==> src/common/issue_pkg.sv <==
// shared widths, the functional-unit code and the packed issue-stage bundles; import in every issue RTL file

package issue_pkg;

  // ----------------------------------------
  // widths
  // ----------------------------------------
  localparam int unsigned XLEN       = 32;
  localparam int unsigned NR_REGS    = 32;
  localparam int unsigned VLEN       = 32;
  localparam int unsigned REG_ADDR_W = $clog2(NR_REGS);
  localparam int unsigned TRANS_ID_W = 3;
  localparam int unsigned OP_W       = 7;

  typedef logic [XLEN-1:0]       xlen_t;
  typedef logic [REG_ADDR_W-1:0] reg_addr_t;
  typedef logic [VLEN-1:0]       pc_t;
  typedef logic [TRANS_ID_W-1:0] trans_id_t;
  typedef logic [OP_W-1:0]       op_t;

  // functional unit an instruction is steered to
  // NONE marks instructions that finish without any unit
  typedef enum logic [2:0] {
    NONE      = 3'd0,
    ALU       = 3'd1,
    CTRL_FLOW = 3'd2,
    MULT      = 3'd3,
    LOAD      = 3'd4,
    STORE     = 3'd5,
    CSR       = 3'd6
  } fu_t;

  // ----------------------------------------
  // bundles
  // ----------------------------------------
  // decoded entry as handed over by the scoreboard
  // result holds the immediate, rs1 doubles as zimm
  typedef struct packed {
    pc_t       pc;
    fu_t       fu;
    op_t       op;
    reg_addr_t rs1;
    reg_addr_t rs2;
    reg_addr_t rd;
    xlen_t     result;
    logic      use_imm;
    logic      use_pc;
    logic      use_zimm;
    trans_id_t trans_id;
    logic      ex_valid;
  } issue_entry_t;

  // operand bundle going to the execute units
  typedef struct packed {
    fu_t       fu;
    op_t       op;
    xlen_t     operand_a;
    xlen_t     operand_b;
    xlen_t     imm;
    trans_id_t trans_id;
  } fu_data_t;

  // one register write from the commit stage
  typedef struct packed {
    logic      we;
    reg_addr_t waddr;
    xlen_t     wdata;
  } commit_port_t;

  // per register, the unit that is going to write it
  typedef fu_t [NR_REGS-1:0] clobber_t;

endpackage
==> src/issue/issue_top.sv <==
// operand-read and issue stage top; hooks hazard check, register file, operand mux and execute registers

`timescale 1ns/100ps

module issue_top #(
  parameter int unsigned NR_COMMIT_PORTS = 2
) (
  input  logic                                          clk_i,
  input  logic                                          rst_ni,
  input  logic                                          flush_i,
  input  logic                                          stall_i,
  input  issue_pkg::issue_entry_t                       issue_instr_i,
  input  logic                                          issue_instr_valid_i,
  output logic                                          issue_ack_o,
  output logic                                          stall_issue_o,
  output issue_pkg::reg_addr_t                          rs1_o,
  input  issue_pkg::xlen_t                              rs1_i,
  input  logic                                          rs1_valid_i,
  output issue_pkg::reg_addr_t                          rs2_o,
  input  issue_pkg::xlen_t                              rs2_i,
  input  logic                                          rs2_valid_i,
  input  issue_pkg::clobber_t                           rd_clobber_i,
  input  issue_pkg::commit_port_t [NR_COMMIT_PORTS-1:0] commit_i,
  input  logic                                          flu_ready_i,
  input  logic                                          lsu_ready_i,
  output issue_pkg::fu_data_t                           fu_data_o,
  output issue_pkg::pc_t                                pc_o,
  output logic                                          alu_valid_o,
  output logic                                          branch_valid_o,
  output logic                                          lsu_valid_o,
  output logic                                          mult_valid_o,
  output logic                                          csr_valid_o
);

  import issue_pkg::*;

  logic     fwd_rs1;
  logic     fwd_rs2;
  logic     dispatch;
  logic     mult_pending;
  xlen_t    rdata_a;
  xlen_t    rdata_b;
  fu_data_t next_data;

  // scoreboard lookup by source index
  assign rs1_o = issue_instr_i.rs1;
  assign rs2_o = issue_instr_i.rs2;

  issue_hazard #(
    .NR_COMMIT_PORTS(NR_COMMIT_PORTS)
  ) issue_hazard_inst (
    .issue_instr_i      (issue_instr_i),
    .issue_instr_valid_i(issue_instr_valid_i),
    .stall_i            (stall_i),
    .rd_clobber_i       (rd_clobber_i),
    .rs1_valid_i        (rs1_valid_i),
    .rs2_valid_i        (rs2_valid_i),
    .commit_i           (commit_i),
    .flu_ready_i        (flu_ready_i),
    .lsu_ready_i        (lsu_ready_i),
    .mult_pending_i     (mult_pending),
    .fwd_rs1_o          (fwd_rs1),
    .fwd_rs2_o          (fwd_rs2),
    .issue_ack_o        (issue_ack_o),
    .stall_o            (stall_issue_o),
    .dispatch_o         (dispatch)
  );

  int_regfile #(
    .NR_COMMIT_PORTS(NR_COMMIT_PORTS)
  ) int_regfile_inst (
    .clk_i    (clk_i),
    .rst_ni   (rst_ni),
    .raddr_a_i(issue_instr_i.rs1),
    .raddr_b_i(issue_instr_i.rs2),
    .commit_i (commit_i),
    .rdata_a_o(rdata_a),
    .rdata_b_o(rdata_b)
  );

  operand_mux operand_mux_inst (
    .issue_instr_i(issue_instr_i),
    .rdata_a_i    (rdata_a),
    .rdata_b_i    (rdata_b),
    .rs1_i        (rs1_i),
    .rs2_i        (rs2_i),
    .fwd_rs1_i    (fwd_rs1),
    .fwd_rs2_i    (fwd_rs2),
    .next_data_o  (next_data)
  );

  // execute side sees the entry one edge after acceptance
  dispatch_regs dispatch_regs_inst (
    .clk_i         (clk_i),
    .rst_ni        (rst_ni),
    .flush_i       (flush_i),
    .dispatch_i    (dispatch),
    .next_data_i   (next_data),
    .pc_i          (issue_instr_i.pc),
    .fu_data_o     (fu_data_o),
    .pc_o          (pc_o),
    .alu_valid_o   (alu_valid_o),
    .branch_valid_o(branch_valid_o),
    .lsu_valid_o   (lsu_valid_o),
    .mult_valid_o  (mult_valid_o),
    .csr_valid_o   (csr_valid_o),
    .mult_pending_o(mult_pending)
  );

endmodule

==> src/issue/dispatch_regs.sv <==
// issue-to-execute pipeline registers and the one-cycle-late unit valid strobes

`timescale 1ns/100ps

module dispatch_regs (
  input  logic                clk_i,
  input  logic                rst_ni,
  input  logic                flush_i,
  input  logic                dispatch_i,
  input  issue_pkg::fu_data_t next_data_i,
  input  issue_pkg::pc_t      pc_i,
  output issue_pkg::fu_data_t fu_data_o,
  output issue_pkg::pc_t      pc_o,
  output logic                alu_valid_o,
  output logic                branch_valid_o,
  output logic                lsu_valid_o,
  output logic                mult_valid_o,
  output logic                csr_valid_o,
  output logic                mult_pending_o
);

  import issue_pkg::*;

  // ----------------------------------------
  // unit strobes
  // ----------------------------------------
  // every strobe lasts a single cycle
  always_ff @(posedge clk_i or negedge rst_ni) begin : strobe_regs
    if (!rst_ni) begin
      alu_valid_o    <= 1'b0;
      branch_valid_o <= 1'b0;
      lsu_valid_o    <= 1'b0;
      mult_valid_o   <= 1'b0;
      csr_valid_o    <= 1'b0;
    end else begin
      alu_valid_o    <= 1'b0;
      branch_valid_o <= 1'b0;
      lsu_valid_o    <= 1'b0;
      mult_valid_o   <= 1'b0;
      csr_valid_o    <= 1'b0;
      if (dispatch_i) begin
        unique case (next_data_i.fu)
          ALU:         alu_valid_o    <= 1'b1;
          CTRL_FLOW:   branch_valid_o <= 1'b1;
          MULT:        mult_valid_o   <= 1'b1;
          LOAD, STORE: lsu_valid_o    <= 1'b1;
          CSR:         csr_valid_o    <= 1'b1;
          default:     ;
        endcase
      end
      // a flush must not start a unit on stale operands
      if (flush_i) begin
        alu_valid_o    <= 1'b0;
        branch_valid_o <= 1'b0;
        lsu_valid_o    <= 1'b0;
        mult_valid_o   <= 1'b0;
        csr_valid_o    <= 1'b0;
      end
    end
  end

  // ----------------------------------------
  // operand bundle
  // ----------------------------------------
  // captured every cycle, the strobes say when it counts
  always_ff @(posedge clk_i or negedge rst_ni) begin : bundle_regs
    if (!rst_ni) begin
      fu_data_o <= '{fu: NONE, default: '0};
      pc_o      <= '0;
    end else begin
      fu_data_o <= next_data_i;
      pc_o      <= pc_i;
    end
  end

  // multiply in flight, blocks fixed-latency issue for one cycle
  assign mult_pending_o = mult_valid_o;

  // a dispatched entry must carry a known unit code
  a_fu_known : assert property (@(posedge clk_i) disable iff (!rst_ni)
    dispatch_i |-> !$isunknown(next_data_i.fu));

endmodule

==> src/issue/operand_mux.sv <==
// combinational build of operand A, operand B and the immediate for the execute bundle

`timescale 1ns/100ps

module operand_mux (
  input  issue_pkg::issue_entry_t issue_instr_i,
  input  issue_pkg::xlen_t        rdata_a_i,
  input  issue_pkg::xlen_t        rdata_b_i,
  input  issue_pkg::xlen_t        rs1_i,
  input  issue_pkg::xlen_t        rs2_i,
  input  logic                    fwd_rs1_i,
  input  logic                    fwd_rs2_i,
  output issue_pkg::fu_data_t     next_data_o
);

  import issue_pkg::*;

  xlen_t operand_a;
  xlen_t operand_b;

  // later assignments take priority over earlier ones
  always_comb begin : operand_select
    operand_a = rdata_a_i;
    operand_b = rdata_b_i;
    if (fwd_rs1_i) begin
      operand_a = rs1_i;
    end
    if (fwd_rs2_i) begin
      operand_b = rs2_i;
    end
    // auipc, jal and friends
    if (issue_instr_i.use_pc) begin
      operand_a = xlen_t'(issue_instr_i.pc);
    end
    // csr immediate forms, zero extended
    if (issue_instr_i.use_zimm) begin
      operand_a = {{(XLEN-REG_ADDR_W){1'b0}}, issue_instr_i.rs1};
    end
    // stores and branches keep rs2 in B, they read the immediate from imm
    if (issue_instr_i.use_imm && (issue_instr_i.fu != STORE) &&
        (issue_instr_i.fu != CTRL_FLOW)) begin
      operand_b = issue_instr_i.result;
    end
  end

  assign next_data_o.fu        = issue_instr_i.fu;
  assign next_data_o.op        = issue_instr_i.op;
  assign next_data_o.operand_a = operand_a;
  assign next_data_o.operand_b = operand_b;
  assign next_data_o.imm       = issue_instr_i.result;
  assign next_data_o.trans_id  = issue_instr_i.trans_id;

endmodule

==> src/issue/issue_hazard.sv <==
// combinational issue check: operand availability, forwarding select, unit busy, WAW and acknowledge

`timescale 1ns/100ps

module issue_hazard #(
  parameter int unsigned NR_COMMIT_PORTS = 2
) (
  input  issue_pkg::issue_entry_t                       issue_instr_i,
  input  logic                                          issue_instr_valid_i,
  input  logic                                          stall_i,
  input  issue_pkg::clobber_t                           rd_clobber_i,
  input  logic                                          rs1_valid_i,
  input  logic                                          rs2_valid_i,
  input  issue_pkg::commit_port_t [NR_COMMIT_PORTS-1:0] commit_i,
  input  logic                                          flu_ready_i,
  input  logic                                          lsu_ready_i,
  input  logic                                          mult_pending_i,
  output logic                                          fwd_rs1_o,
  output logic                                          fwd_rs2_o,
  output logic                                          issue_ack_o,
  output logic                                          stall_o,
  output logic                                          dispatch_o
);

  import issue_pkg::*;

  logic fu_busy;
  logic rd_free;
  fu_t  rs1_owner;
  fu_t  rs2_owner;

  assign rs1_owner = rd_clobber_i[issue_instr_i.rs1];
  assign rs2_owner = rd_clobber_i[issue_instr_i.rs2];

  // ready level of the unit the entry wants
  always_comb begin : unit_busy
    unique case (issue_instr_i.fu)
      ALU, CTRL_FLOW, MULT, CSR: fu_busy = ~flu_ready_i;
      LOAD, STORE:               fu_busy = ~lsu_ready_i;
      default:                   fu_busy = 1'b0;
    endcase
  end

  // ----------------------------------------
  // source operands
  // ----------------------------------------
  // a pending writer means forward from the scoreboard or wait
  // CSR results only ever come back through the register file
  always_comb begin : operands_available
    stall_o   = stall_i;
    fwd_rs1_o = 1'b0;
    fwd_rs2_o = 1'b0;
    // zimm lives in the rs1 field, nothing to wait for then
    if (!issue_instr_i.use_zimm && (rs1_owner != NONE)) begin
      if (rs1_valid_i && (rs1_owner != CSR)) begin
        fwd_rs1_o = 1'b1;
      end else begin
        stall_o = 1'b1;
      end
    end
    if (rs2_owner != NONE) begin
      if (rs2_valid_i && (rs2_owner != CSR)) begin
        fwd_rs2_o = 1'b1;
      end else begin
        stall_o = 1'b1;
      end
    end
  end

  // ----------------------------------------
  // WAW and acknowledge
  // ----------------------------------------
  // rd is free if nobody owns it or its owner retires right now
  always_comb begin : waw_check
    rd_free = (rd_clobber_i[issue_instr_i.rd] == NONE);
    for (int unsigned p = 0; p < NR_COMMIT_PORTS; p++) begin
      if (commit_i[p].we && (commit_i[p].waddr == issue_instr_i.rd)) begin
        rd_free = 1'b1;
      end
    end
  end

  always_comb begin : issue_ack
    issue_ack_o = 1'b0;
    if (issue_instr_valid_i) begin
      if (!stall_o && !fu_busy && rd_free) begin
        issue_ack_o = 1'b1;
      end
      // exceptions and unit-less entries just drain
      if (issue_instr_i.ex_valid || (issue_instr_i.fu == NONE)) begin
        issue_ack_o = 1'b1;
      end
    end
    // multiplier result owns the fixed-latency writeback next cycle
    if (mult_pending_i && (issue_instr_i.fu inside {ALU, CTRL_FLOW, CSR})) begin
      issue_ack_o = 1'b0;
    end
  end

  assign dispatch_o = issue_instr_valid_i & issue_ack_o & ~issue_instr_i.ex_valid;

endmodule

==> src/source/int_regfile.sv <==
// integer register file with two combinational read ports and a configurable number of commit ports

`timescale 1ns/100ps

module int_regfile #(
  parameter int unsigned NR_COMMIT_PORTS = 2
) (
  input  logic                                          clk_i,
  input  logic                                          rst_ni,
  input  issue_pkg::reg_addr_t                          raddr_a_i,
  input  issue_pkg::reg_addr_t                          raddr_b_i,
  input  issue_pkg::commit_port_t [NR_COMMIT_PORTS-1:0] commit_i,
  output issue_pkg::xlen_t                              rdata_a_o,
  output issue_pkg::xlen_t                              rdata_b_o
);

  import issue_pkg::*;

  // x0 is cleared by reset and never written
  xlen_t regs_q [NR_REGS];

  // ----------------------------------------
  // write ports
  // ----------------------------------------
  // ports are walked in index order, so on an address clash the
  // last (highest) port's data is what lands in the register
  always_ff @(posedge clk_i or negedge rst_ni) begin : reg_write
    if (!rst_ni) begin
      for (int unsigned r = 0; r < NR_REGS; r++) begin
        regs_q[r] <= '0;
      end
    end else begin
      for (int unsigned p = 0; p < NR_COMMIT_PORTS; p++) begin
        if (commit_i[p].we && (commit_i[p].waddr != '0)) begin
          regs_q[commit_i[p].waddr] <= commit_i[p].wdata;
        end
      end
    end
  end

  // ----------------------------------------
  // read ports
  // ----------------------------------------
  // no bypass, a write shows up from the cycle after the edge
  assign rdata_a_o = regs_q[raddr_a_i];
  assign rdata_b_o = regs_q[raddr_b_i];

  // an enabled write must name a real register
  for (genvar p = 0; p < NR_COMMIT_PORTS; p++) begin : gen_waddr_chk
    a_waddr_known : assert property (@(posedge clk_i) disable iff (!rst_ni)
      commit_i[p].we |-> !$isunknown(commit_i[p].waddr));
  end

endmodule

==> config.mk <==
export PLATFORM = sky130hd
export DESIGN_NAME = issue_top
export DESIGN_NICKNAME = d
export VERILOG_FILES = /design/src/common/issue_pkg.sv /design/src/issue/issue_top.sv /design/src/issue/dispatch_regs.sv /design/src/issue/operand_mux.sv /design/src/issue/issue_hazard.sv /design/src/source/int_regfile.sv
export SDC_FILE = /design/constraint.sdc
export NUM_CORES = 2
export LEC_CHECK = 0
export BUFFER_PORTS_ARGS = -buffer_cell sky130_fd_sc_hd__buf_2
export CORE_ASPECT_RATIO = 1.25
export CORE_UTILIZATION = 55
export CTS_CLUSTER_DIAMETER = 80
export DETAILED_ROUTE_END_ITERATION = 8
export GPL_ROUTABILITY_DRIVEN = 0
export PLACE_DENSITY_LB_ADDON = 0.1
export SLEW_MARGIN = 20
export SYNTH_ARGS = -nofsm -noshare
export SYNTH_HDL_FRONTEND = slang
export SYNTH_SLANG_ARGS = --single-unit
==> constraint.sdc <==
create_clock -name clk_i -period 3 [get_ports clk_i]
set_input_delay 0.15 -clock clk_i [delete_from_list [all_inputs] [get_ports clk_i]]
set_output_delay 0.15 -clock clk_i [all_outputs]
set_load 0.02 [all_outputs]
==> results by group <==
Floorplan
  – Core Region: 125000 um^2
  – Die area: 128000 um^2
  – Die X: 321 um
  – Row count: 145
  – Die Y: 400 um
  – Initial Util: 55.7%
  – IO Count: 499

Min path
  – Worst Hold Class: primary input to asynchronous set/reset pin

Critical path
  – CP peak stage delay: 0.55 ns
  – Worst path slowest cell: mux4_2
  – Crit Reg-Reg Endpoint: dispatch_regs_inst.fu_data_o[87]
  – R2r startpoint: int_regfile_inst.regs_q[20]
  – R2R depth: 6
  – Critical-path cell list: buf_8 > mux4_2 > mux4_2 > mux2_2 > o21a_1 > nor2_1 > o21ai_1 > nand3b_1 > buf_4 > buf_2
  – Critical Path End: stall_issue_o
  – Worst EP required: 2.85 ns
  – CP Data Arrival Time: 2.78 ns
  – CP most frequent cell: mux4_2
  – Critical Path Sink Type: primary output
  – Reg2reg setup slack: 0.17 ns
  – Worst setup startpoint: issue_instr_i[50]
  – CP Max Fanout: 25
  – Startpoint types: primary input
  – Setup Crit Path Kind: primary input to primary output

Drt
  – DRT antenna net count: 0
  – DR DRC count: 0
  – Max Used Layer: met5
  – Drt first pass iters: 8
  – Metal-1 WL: 98.4 mm
  – DR vias/cell: 7.02
  – DR WL met3: 43.3 mm
  – Final wirelength: 296 mm
  – Initial DRC Count: 8914
  – WL/cell: 35.0 um
  – Via Count: 59400
  – Routed wl met2: 128 mm

Synth
  – Number of synthesized register bits: 1170
  – Fraction of registers with async set or reset after synthesis: 100%
  – Post-synth EDFFs: 0
  – Post-synthesis instance area: 69800 um^2
  – Sequential share of the synthesized area: 42.0%
  – Netlist cell types: 47
  – Syn avg cell area: 11.2 um^2
  – Ys flop type: dfrtp_1
  – Dominant cell type by area after synthesis: dfrtp_1
  – Top post-synthesis cells by area: dfrtp_1 42%, mux4_2 22%, mux2i_1 13%, a21oi_1 5.1%, nor2_1 3.7%
  – Post-Synthesis Net Count: 6547
  – Syn Inst Count: 6206
  – Synth top area share: 42.0%
  – Yosys synthesis warning count: 0

Placed design
  – DP Area: 75500 um^2
  – Hpwl dp: 178 mm
  – IO buf count: 498
  – Dpl ws: -0.0534 ns

GRT
  – Number of global-route vias before repair: 57100
  – Gr usage total: 46.3%
  – Largest net degree at the start of global routing: 105
  – First-pass GRT wire length: 422 mm
  – Aggregate global routing overflow: 0
  – Initial antenna violation count: 54

STA
  – F_max: 342 MHz
  – Min setup slack post-route: 0.0732 ns
  – Fin. max-slew vios: 0
  – Final Critical Period: 2.93 ns
  – Final Hold Viols: 5
  – Clock skew: 0.0269 ns
  – Final setup vio count: 0
  – Fin Hold WS: -0.0516 ns
  – Final period util: 97.6%
  – Unrepaired setup endpoints after global routing: false
  – Setup TNS: 0 ns
  – Slew margin rel.: 15.0%
  – Worst-margin pin slew: 1.27 ns

Clock network
  – Clock Tree Root: clkbuf_16
  – Sink count of the clock tree: 1170
  – CTS tree: yes
  – Num CTS Buffers: 120
  – Reg clk slew, reported paths: 0.06 ns
  – Latest clock arrival within the worst-skew pair: 0.78 ns
  – Clock buffer depth: 3
  – H-tree Lvls: 3

Power
  – Lkg Pwr: 34.6 nW
  – Pwr dens: 642 nW/um^2
  – Power Total: 52.9 mW
  – Worst supply voltage drop on vdd: 497 uV

Cells and area
  – Area Overhead vs Synth: 18.1%
  – Net count, final: 6973
  – Finished Cell Area: 82400 um^2
  – Ratio of cells with drive above 1 in the final layout: 26.6%

Outcome
  – Failing checks: hold timing
  – Status: finished, violations left

Run
  – Maxcap violations: 0
[state kept, by name, indices dropped and copies added, names as in the netlist]
register                           flops
dispatch_regs_inst.fu_data_o         109
dispatch_regs_inst.pc_o               32
dispatch_regs_inst.csr_valid_o         1
dispatch_regs_inst.branch_valid_o      1
dispatch_regs_inst.mult_pending_o      1
int_regfile_inst.regs_q             1024
dispatch_regs_inst.lsu_valid_o         1
dispatch_regs_inst.alu_valid_o         1
[metrics by stage]
stage	utilization [%]	instances	hold slack [ns]
floorplan	-	6206	-0.146
global placement	60.2	7925	0.235
detailed placement	60.2	7925	0.237
CTS	65.6	8414	0.000176
global route	65.7	8427	0.0147
finish	65.8	8455	-0.0516
[critical path: cells and delay by family]
family          cells  cell delay [ns]
mux                 3             1.36
buf+inv             3             0.63
simple gates        2             0.31
compound gates      2             0.30
[area by class of cell]
class | instances | area, um^2
Timing Repair Buffer | 1064 | 8880
Fill cell | 9490 | 42900
Multi-Input combinational cell | 4245 | 37900
Sequential cell | 1170 | 29300
Clock buffer | 180 | 3600
Antenna cell | 38 | 95.1
Clock inverter | 37 | 423
Tap cell | 1690 | 2110
Inverter | 31 | 116
[cell usage in the layout, fill, tap and decap left out, drive strengths merged, types with 5 or more instances in the layout]
cell type / netlist / final
dfrtp: 1170 / 1170
buf: 122 / 792
nand2: 484 / 484
mux4: 696 / 696
o22ai: 5 / 5
o21ai: 443 / 443
xor2: 9 / 9
a32oi: 134 / 134
nor4: 18 / 18
clkbuf: 638 / 180
clkinv: 2 / 25
a2111oi: 5 / 5
diode: 0 / 38
nand2b: 10 / 10
a211oi: 12 / 12
mux2i: 892 / 892
nor4b: 17 / 17
nand3: 8 / 8
nor3: 14 / 14
nor2: 696 / 696
dlygate4sd3: 0 / 272
bufinv: 0 / 8
a21oi: 718 / 718
inv: 29 / 32
nor2b: 20 / 20
mux2: 30 / 30
[worst min path at each step]
stage	from	endpoint	cells past startpoint
floorplan	rst_ni	dispatch_regs_inst.alu_valid_o	0
finish	rst_ni	dispatch_regs_inst.fu_data_o[57]	2
global placement	rst_ni	dispatch_regs_inst.fu_data_o[58]	1
CTS	rs2_valid_i	dispatch_regs_inst.fu_data_o[55]	5
detailed placement	rst_ni	dispatch_regs_inst.fu_data_o[58]	1
global route	issue_instr_i[60]	dispatch_regs_inst.fu_data_o[105]	2
[synthesized netlist by cell type (all sizes together), types with 8 or more instances]
cell,number
a211oi,12
a21oi,718
a32oi,134
buf,122
clkbuf,638
dfrtp,1170
inv,29
mux2,30
mux2i,892
mux4,696
nand2,484
nand2b,10
nand3,8
nor2,696
nor2b,20
nor3,14
nor4,18
nor4b,17
o21ai,443
xor2,9
[power by group]
group | internal (mW) | leakage [nW] | switching, mW
logic | 7.88 | 18.4 | 6.85
registers | 19.6 | 14.2 | 2.90
clock network | 8.91 | 1.99 | 6.80
total | 36.4 | 34.6 | 16.6
[routing by layer]
layer	up-vias	track usage [%]
li1	23900	-
met5	-	0.0766
met2	4974	65.8
met4	26	34.6
met3	1328	16.9
met1	29200	57.9
[kinds of logic after synthesis]
logic type      share of synthesized area (%)
compound gates                           10.4
mux                                      35.7
buf+inv                                  4.40
simple gates                             7.35
flops                                    42.0
xor+xnor                                0.151
[timing repair]
action	in CTS	in global routing
setup buffers	0	0
gates resized for setup	0	4
hold buffers	272	0
setup endpoints to repair	0	5
hold endpoints to repair	1476	0
Power figures use the tool's default switching activity.
